===== src/logic/simd_defines.svh =====
`ifndef SIMD_DEFINES_SVH
`define SIMD_DEFINES_SVH

// Operand and lane widths
`define SIMD_WORD_W 64
`define SIMD_HALF_W 32
`define SIMD_LANE_W 16

// Cycles from issue to a result entering the buffer
`define SIMD_PIPE_DEPTH 4

// Buffer entries, also the credits the issuer starts with
`define SIMD_BUF_DEPTH 8
`define SIMD_CREDIT_W 4

`endif


===== src/logic/simd_pkg.sv =====
`include "simd_defines.svh"

package simd_pkg;

  // Low three bits pick the operation, bit 3 selects two 16-bit lanes per half
  typedef enum logic [3:0] {
    OP_ADD    = 4'h0,
    OP_SUB    = 4'h1,
    OP_MIN    = 4'h2,
    OP_MAX    = 4'h3,
    OP_CMP_LO = 4'h4,
    OP_CMP_HI = 4'h5
  } simd_op_t;

  // One half word, read as a single lane or as two narrow lanes
  typedef union packed {
    logic [`SIMD_HALF_W-1:0]      w32;
    logic [1:0][`SIMD_LANE_W-1:0] l16;
  } half_word_t;

  typedef struct packed {
    logic zero;
    logic carry;
    logic eq;
    logic lt;
  } simd_flags_t;

  // Operation with the lane-mode bit stripped
  function automatic simd_op_t op_base(simd_op_t op);
    return simd_op_t'({1'b0, op[2:0]});
  endfunction

  function automatic logic op_lane16(simd_op_t op);
    return op[3];
  endfunction

endpackage


===== src/logic/simd_half.sv =====
`timescale 1ns/1ps
`include "simd_defines.svh"

module simd_half import simd_pkg::*; (
  input  logic        clk,
  input  logic        rst,
  input  logic        valid,
  input  simd_op_t    op,
  input  half_word_t  a,
  input  half_word_t  b,
  output half_word_t  res,
  output simd_flags_t flags
);

  logic s1_valid;
  logic s2_valid;
  logic s3_valid;

  simd_op_t   s1_op;
  simd_op_t   s2_op;
  half_word_t s1_a;
  half_word_t s1_b;
  half_word_t s2_a;
  half_word_t s2_b;

  logic [`SIMD_HALF_W:0]            sum32;
  logic [`SIMD_HALF_W:0]            dif32;
  logic [1:0][`SIMD_LANE_W:0]       sum16;
  logic [1:0][`SIMD_LANE_W:0]       dif16;
  half_word_t sum_n;
  half_word_t dif_n;
  logic [1:0] lt_n;
  logic       carry_n;
  logic       borrow_n;
  logic       eq_n;

  half_word_t s2_sum;
  half_word_t s2_dif;
  logic [1:0] s2_lt;
  logic       s2_carry;
  logic       s2_borrow;
  logic       s2_eq;

  half_word_t res_n;
  half_word_t s3_res;
  logic       s3_carry;
  logic       s3_eq;
  logic       s3_lt;

  always_ff @(posedge clk) begin
    if (rst) begin
      s1_valid <= 1'b0;
      s2_valid <= 1'b0;
      s3_valid <= 1'b0;
    end else begin
      s1_valid <= valid;
      s2_valid <= s1_valid;
      s3_valid <= s2_valid;
    end
  end

  // Stage 1 operand capture
  always_ff @(posedge clk) begin
    if (valid) begin
      s1_op <= op;
      s1_a  <= a;
      s1_b  <= b;
    end
  end

  // Both lane widths are computed, the mode bit picks one
  always_comb begin
    sum32 = {1'b0, s1_a.w32} + {1'b0, s1_b.w32};
    dif32 = {1'b0, s1_a.w32} - {1'b0, s1_b.w32};
    for (int i = 0; i < 2; i++) begin
      sum16[i] = {1'b0, s1_a.l16[i]} + {1'b0, s1_b.l16[i]};
      dif16[i] = {1'b0, s1_a.l16[i]} - {1'b0, s1_b.l16[i]};
    end
    if (op_lane16(s1_op)) begin
      for (int i = 0; i < 2; i++) begin
        sum_n.l16[i] = sum16[i][`SIMD_LANE_W-1:0];
        dif_n.l16[i] = dif16[i][`SIMD_LANE_W-1:0];
        lt_n[i]      = $signed(s1_a.l16[i]) < $signed(s1_b.l16[i]);
      end
      carry_n  = sum16[1][`SIMD_LANE_W];
      borrow_n = dif16[1][`SIMD_LANE_W];
      eq_n     = s1_a.l16[1] == s1_b.l16[1];
    end else begin
      sum_n.w32 = sum32[`SIMD_HALF_W-1:0];
      dif_n.w32 = dif32[`SIMD_HALF_W-1:0];
      // Same compare copied to both lane slots so min and max stay per lane
      lt_n      = {2{$signed(s1_a.w32) < $signed(s1_b.w32)}};
      carry_n   = sum32[`SIMD_HALF_W];
      borrow_n  = dif32[`SIMD_HALF_W];
      eq_n      = s1_a.w32 == s1_b.w32;
    end
  end

  always_ff @(posedge clk) begin
    if (s1_valid) begin
      s2_op     <= s1_op;
      s2_a      <= s1_a;
      s2_b      <= s1_b;
      s2_sum    <= sum_n;
      s2_dif    <= dif_n;
      s2_lt     <= lt_n;
      s2_carry  <= carry_n;
      s2_borrow <= borrow_n;
      s2_eq     <= eq_n;
    end
  end

  // Stage 3 result select, compares return the difference
  always_comb begin
    res_n = '0;
    case (op_base(s2_op))
      OP_ADD: res_n = s2_sum;
      OP_SUB, OP_CMP_LO, OP_CMP_HI: res_n = s2_dif;
      OP_MIN: begin
        for (int i = 0; i < 2; i++) begin
          res_n.l16[i] = s2_lt[i] ? s2_a.l16[i] : s2_b.l16[i];
        end
      end
      OP_MAX: begin
        for (int i = 0; i < 2; i++) begin
          res_n.l16[i] = s2_lt[i] ? s2_b.l16[i] : s2_a.l16[i];
        end
      end
      default: res_n = '0;
    endcase
  end

  always_ff @(posedge clk) begin
    if (s2_valid) begin
      s3_res   <= res_n;
      // Carry only for add, every other op reports the borrow
      s3_carry <= (op_base(s2_op) == OP_ADD) ? s2_carry : s2_borrow;
      s3_eq    <= s2_eq;
      s3_lt    <= s2_lt[1];
    end
  end

  // Stage 4 flags for the topmost lane
  always_ff @(posedge clk) begin
    if (s3_valid) begin
      res         <= s3_res;
      flags.zero  <= s3_res.w32 == '0;
      flags.carry <= s3_carry;
      flags.eq    <= s3_eq;
      flags.lt    <= s3_lt;
    end
  end

  assert property (@(posedge clk) disable iff (rst)
    valid |-> op_base(op) inside {OP_ADD, OP_SUB, OP_MIN, OP_MAX, OP_CMP_LO, OP_CMP_HI});

endmodule


===== src/logic/simd_both.sv =====
`timescale 1ns/1ps
`include "simd_defines.svh"

module simd_both import simd_pkg::*; (
  input  logic                    clk,
  input  logic                    rst,
  input  logic                    in_valid,
  input  simd_op_t                in_op,
  input  logic [`SIMD_WORD_W-1:0] in_a,
  input  logic [`SIMD_WORD_W-1:0] in_b,
  output logic                    pipe_valid,
  output logic [`SIMD_WORD_W-1:0] pipe_data,
  output simd_flags_t             pipe_flags
);

  localparam int DEPTH = `SIMD_PIPE_DEPTH;

  logic [DEPTH-1:0] valid_d;
  simd_op_t         op_d [DEPTH];
  half_word_t       res_lo;
  half_word_t       res_hi;
  simd_flags_t      flags_lo;
  simd_flags_t      flags_hi;

  simd_half half_lo (
    .clk   (clk),
    .rst   (rst),
    .valid (in_valid),
    .op    (in_op),
    .a     (in_a[`SIMD_HALF_W-1:0]),
    .b     (in_b[`SIMD_HALF_W-1:0]),
    .res   (res_lo),
    .flags (flags_lo)
  );

  simd_half half_hi (
    .clk   (clk),
    .rst   (rst),
    .valid (in_valid),
    .op    (in_op),
    .a     (in_a[`SIMD_WORD_W-1:`SIMD_HALF_W]),
    .b     (in_b[`SIMD_WORD_W-1:`SIMD_HALF_W]),
    .res   (res_hi),
    .flags (flags_hi)
  );

  always_ff @(posedge clk) begin
    if (rst) begin
      valid_d <= '0;
    end else begin
      valid_d <= {valid_d[DEPTH-2:0], in_valid};
    end
  end

  // Opcode follows the halves so the flag source is known at the output
  always_ff @(posedge clk) begin
    op_d[0] <= in_op;
    for (int i = 1; i < DEPTH; i++) begin
      op_d[i] <= op_d[i-1];
    end
  end

  assign pipe_valid = valid_d[DEPTH-1];
  assign pipe_data  = {res_hi, res_lo};
  assign pipe_flags = (op_base(op_d[DEPTH-1]) == OP_CMP_HI) ? flags_hi : flags_lo;

  // Delay line and half pipelines stay in step
  assert property (@(posedge clk) disable iff (rst)
    pipe_valid == $past(half_lo.s3_valid) && pipe_valid == $past(half_hi.s3_valid));

endmodule


===== src/logic/result_buffer.sv =====
`timescale 1ns/1ps
`include "simd_defines.svh"

module result_buffer import simd_pkg::*; (
  input  logic                    clk,
  input  logic                    rst,
  input  logic                    push,
  input  logic [`SIMD_WORD_W-1:0] push_data,
  input  simd_flags_t             push_flags,
  input  logic                    res_credit,
  output logic                    res_valid,
  output logic [`SIMD_WORD_W-1:0] res_data,
  output simd_flags_t             res_flags,
  output logic                    in_credit
);

  localparam int DEPTH = `SIMD_BUF_DEPTH;
  localparam int PTR_W = $clog2(DEPTH);
  localparam int CW    = `SIMD_CREDIT_W;

  logic [`SIMD_WORD_W-1:0] data_mem [DEPTH];
  simd_flags_t             flags_mem [DEPTH];

  logic [PTR_W-1:0] wr_ptr;
  logic [PTR_W-1:0] rd_ptr;
  logic [CW-1:0]    count;
  logic [CW-1:0]    cred_cnt;
  logic             empty;
  logic             pop;
  logic             out_valid;

  assign empty = (count == '0);
  // An empty buffer forwards the incoming entry in the same cycle
  assign pop   = (!empty || push) && (cred_cnt != '0);

  always_ff @(posedge clk) begin
    if (push) begin
      data_mem[wr_ptr]  <= push_data;
      flags_mem[wr_ptr] <= push_flags;
    end
  end

  always_ff @(posedge clk) begin
    if (rst) begin
      wr_ptr    <= '0;
      rd_ptr    <= '0;
      count     <= '0;
      cred_cnt  <= '0;
      out_valid <= 1'b0;
    end else begin
      if (push) begin
        wr_ptr <= wr_ptr + PTR_W'(1);
      end
      if (pop) begin
        rd_ptr <= rd_ptr + PTR_W'(1);
      end
      case ({push, pop})
        2'b10:   count <= count + CW'(1);
        2'b01:   count <= count - CW'(1);
        default: count <= count;
      endcase
      case ({res_credit, pop})
        2'b10:   cred_cnt <= cred_cnt + CW'(1);
        2'b01:   cred_cnt <= cred_cnt - CW'(1);
        default: cred_cnt <= cred_cnt;
      endcase
      out_valid <= pop;
    end
  end

  always_ff @(posedge clk) begin
    if (pop) begin
      res_data  <= empty ? push_data : data_mem[rd_ptr];
      res_flags <= empty ? push_flags : flags_mem[rd_ptr];
    end
  end

  // Leaving result frees an issue slot
  assign res_valid = out_valid;
  assign in_credit = out_valid;

  assert property (@(posedge clk) disable iff (rst)
    push |-> count != CW'(DEPTH));

  assert property (@(posedge clk) disable iff (rst)
    (res_credit && !pop) |-> cred_cnt != '1);

endmodule


===== src/logic/simd_unit_top.sv =====
`timescale 1ns/1ps
`include "simd_defines.svh"

module simd_unit_top import simd_pkg::*; (
  input  logic                    clk,
  input  logic                    rst,
  input  logic                    in_valid,
  input  simd_op_t                in_op,
  input  logic [`SIMD_WORD_W-1:0] in_a,
  input  logic [`SIMD_WORD_W-1:0] in_b,
  output logic                    in_credit,
  input  logic                    res_credit,
  output logic                    res_valid,
  output logic [`SIMD_WORD_W-1:0] res_data,
  output simd_flags_t             res_flags
);

  logic                    pipe_valid;
  logic [`SIMD_WORD_W-1:0] pipe_data;
  simd_flags_t             pipe_flags;

  simd_both u_both (
    .clk        (clk),
    .rst        (rst),
    .in_valid   (in_valid),
    .in_op      (in_op),
    .in_a       (in_a),
    .in_b       (in_b),
    .pipe_valid (pipe_valid),
    .pipe_data  (pipe_data),
    .pipe_flags (pipe_flags)
  );

  result_buffer u_buf (
    .clk        (clk),
    .rst        (rst),
    .push       (pipe_valid),
    .push_data  (pipe_data),
    .push_flags (pipe_flags),
    .res_credit (res_credit),
    .res_valid  (res_valid),
    .res_data   (res_data),
    .res_flags  (res_flags),
    .in_credit  (in_credit)
  );

endmodule


===== config.mk =====
export PLATFORM = sky130hd
export DESIGN_NAME = simd_unit_top
export DESIGN_NICKNAME = d
export VERILOG_FILES = /design/src/logic/simd_pkg.sv /design/src/logic/simd_half.sv /design/src/logic/simd_both.sv /design/src/logic/result_buffer.sv /design/src/logic/simd_unit_top.sv
export VERILOG_INCLUDE_DIRS = /design/src /design/src/logic
export SDC_FILE = /design/constraint.sdc
export NUM_CORES = 1
export LEC_CHECK = 0
export BUFFER_PORTS_ARGS = -buffer_cell sky130_fd_sc_hd__buf_2
export CAP_MARGIN = 20
export CORE_MARGIN = 8
export CORE_UTILIZATION = 40
export CTS_CLUSTER_DIAMETER = 80
export DETAILED_ROUTE_END_ITERATION = 8
export PLACE_DENSITY = 0.56
export SETUP_SLACK_MARGIN = 0.2
export SYNTH_ARGS = -nofsm -noshare
export SYNTH_HDL_FRONTEND = slang
export SYNTH_SLANG_ARGS = --single-unit

===== constraint.sdc =====
create_clock -name clk -period 10.9 [get_ports clk]
set_clock_uncertainty 0.05 [all_clocks]
set_input_delay 1.635 -clock clk [delete_from_list [all_inputs] [get_ports clk]]
set_output_delay 1.635 -clock clk [all_outputs]
set_load 0.01 [all_outputs]

==> impl_metrics.yaml <==
outcome:
  status: "finished clean"
sta:
  setup_tns_ns: 0
  worst_slew_pin_slew_ns: 1.05
  setup_slack_ns: 7.37
  finalMaxSlewViolations: 0
  rsz0062_at_grt: "false"
  relSlewSlack_pct: 29.9
  setup-violations-final: 0
  period_minus_slack_ns: 3.53
  hold_viol: 0
  fmax_ghz: 0.283
  min_period_over_period_pct: 32.4
finish:
  top_register: "u_buf.data_mem"
  drive_above_1_share_pct: 17.7
  antenna_cells: 0
  syn_to_final_growth_pct: 13.8
  largest_reg_flops: 512
  final_util_pct: 45.9
  num-nets-final: 3586
  reg_top3: "u_buf.data_mem x512, u_buf.res_data x64"
synthesis:
  syn_avg_cell_area_sq_um: 16.3
  synth.most_common_cell: "edfxtp_1"
  netlist_instances: 3077
  synth_largest_area_cell: "edfxtp_1"
  synth_seq_area_share_pct: 70.6
  ys_seq_elements: 1187
  syn_nets: 3361
  yosys_warnings: 0
  async_reset_ff_share_pct: 0
  synth_area_sq_mm: 0.0500
  synth_edf_count: 1153
  synth_top_area_share_pct: 69.2
  synth_commonest_cells: "edfxtp_1 (1,153), mux2i_1 (191), inv_1 (154)"
  yosysUniqueCellTypes: 73
  ys.flop_type: "edfxtp_1"
  yosys-top-cells-area: "edfxtp_1 (69%), mux4_2 (6.1%), mux2i_1 (3.8%)"
cts:
  cts_buffer_depth: 3
  cts_max_level: 3
  cts_tree: "yes"
  hold_buffers: 0
  cts_resized: 0
  clock_latency_ns: 0.72
  cts_root_buf: "clkbuf_16"
  cts_setup_buffers: 0
  cts_buffers: 121
  cts_sinks: 1187
  clk_pin_slew_worst_paths_ns: 0.06
global_route:
  grt_pass1_vias: 26800
  grt_pass1_wl_microns: 171000
  grt.total_usage_pct: 16.3
  antenna_found_initial: 5
  grt_max_degree: 81
  grt_overflow: 0
worst_setup_path:
  rr_worst_depth: 12
  worstPathArrival_ns: 4.14
  critPathLaunchType: "flop"
  path_class: "reg -> reg"
  crit_fanout: 71
  cp.required_ns: 11.51
  end_kind: "flop"
detailed_routing:
  dr.pass1.iters: 8
  wl_microns: 114000
  via_per_inst: 5.27
  wire_per_inst_microns: 22.6
  drc: 0
  drtIter0Drc: 2131
  drt.antenna.violating_nets: 0
  vias: 26600
die:
  die_y_microns: 370
  coreArea_sq_mm: 0.124
  start_util_pct: 40.4
  io_pins: 206
  fp-row-count: 129
  die_x_microns: 370
  die_area_sq_mm: 0.137
power:
  p_per_area_mw_per_mm2: 187
  ir_drop_v: 0.000141
  power.leakage_nw: 19.5
place:
  portBuffers: 205
  globalplace.congestion: 0.865
  hpwl_microns: 72500
  dp_slack_ns: 7.32
flow_run:
  drv_cap: 0
min_path:
  hold_depth: 0
  hold_class: "reg -> reg"
metal layers:
layer / vias up / wire length, microns / global-route usage [%]
met5: - / 13 / 0
met4: 2 / 2020 / 4.06
met3: 135 / 6280 / 2.57
met2: 718 / 52200 / 25.5
met1: 13300 / 53500 / 23.9
li1: 12400 / - / -
worst max-delay path: stages, from the launching register on:
cell      delay, ns
dfxtp_1        0.35
nor4_2         0.27
buf_4          0.67
nand2_1        0.11
nand2_1        0.15
clkinv_2       0.34
ha_1           0.37
ha_1           0.28
a21o_1         0.15
a21oi_1        0.17
xnor2_1        0.09
or3_1          0.31
a21oi_1        0.14
per-stage QoR:
stage / total power, mW / hold WS (ns) / area (sq um) / instances
3_5_place_dp: 6.61 / 0.262 / 52900 / 4816
2_1_floorplan: 6.24 / 0.260 / 50000 / 3077
4_1_cts: 10.8 / 0.274 / 56900 / 5041
3_3_place_gp: 6.61 / 0.261 / 52900 / 4816
6_report: 10.6 / 0.273 / 56900 / 5041
5_1_grt: 11.1 / 0.274 / 56900 / 5041
area by class of cell:
| type | count | area [sq um] |
|---|---|---|
| Multi-Input combinational cell | 1592 | 13700 |
| Clock buffer | 140 | 3120 |
| Sequential cell | 1187 | 35300 |
| Timing Repair Buffer | 240 | 1290 |
| Fill cell | 10800 | 67000 |
| Inverter | 160 | 602 |
| Clock inverter | 85 | 842 |
| Tap cell | 1637 | 2050 |
power by group:
part | switching (mW) | leakage, nW | total, mW | internal [mW]
Clock | 1.76 | 1.92 | 4.12 | 2.36
Sequential | 0.103 | 11.0 | 5.33 | 5.23
Combinational | 0.717 | 6.58 | 1.18 | 0.461
worst paths after layout:
| kind | from | endpoint | slack (ns) |
|---|---|---|---|
| worst max-delay path | u_buf.count[1] | u_buf.cred_cnt[3] | 7.37 |
| worst min-delay path | u_both.op_d[2][0] | u_both.op_d[3][0] | 0.27 |
| worst max register to register | u_buf.count[1] | u_buf.cred_cnt[3] | 7.37 |
| worst min register to register | u_both.op_d[2][0] | u_both.op_d[3][0] | 0.27 |
logic make-up (layout without fill, tap and decap cells):
logic type	Yosys count	count (layout)	synth area share, %
AO/OA/AOI/OAI	529	529	6.67
flip-flops	1187	1187	70.6
multiplexers	337	337	10.2
AND/OR/NAND/NOR	450	450	4.17
XOR/XNOR	128	128	2.24
adder cells (fa/ha/maj)	148	148	3.85
buffers and inverters	298	625	2.33
layout by cell type (no fill, tap or decap), types with 102 or more instances in the layout:
cell type  count
clkbuf_16    122
a21oi_1      143
inv_1        153
buf_2        204
nor2_1       140
ha_1         138
mux4_2       136
nand2_1      127
mux2i_1      191
edfxtp_1    1153
xnor2_1      102
o21ai_0      124
No activity file was read; power rests on OpenSTA's default activity.
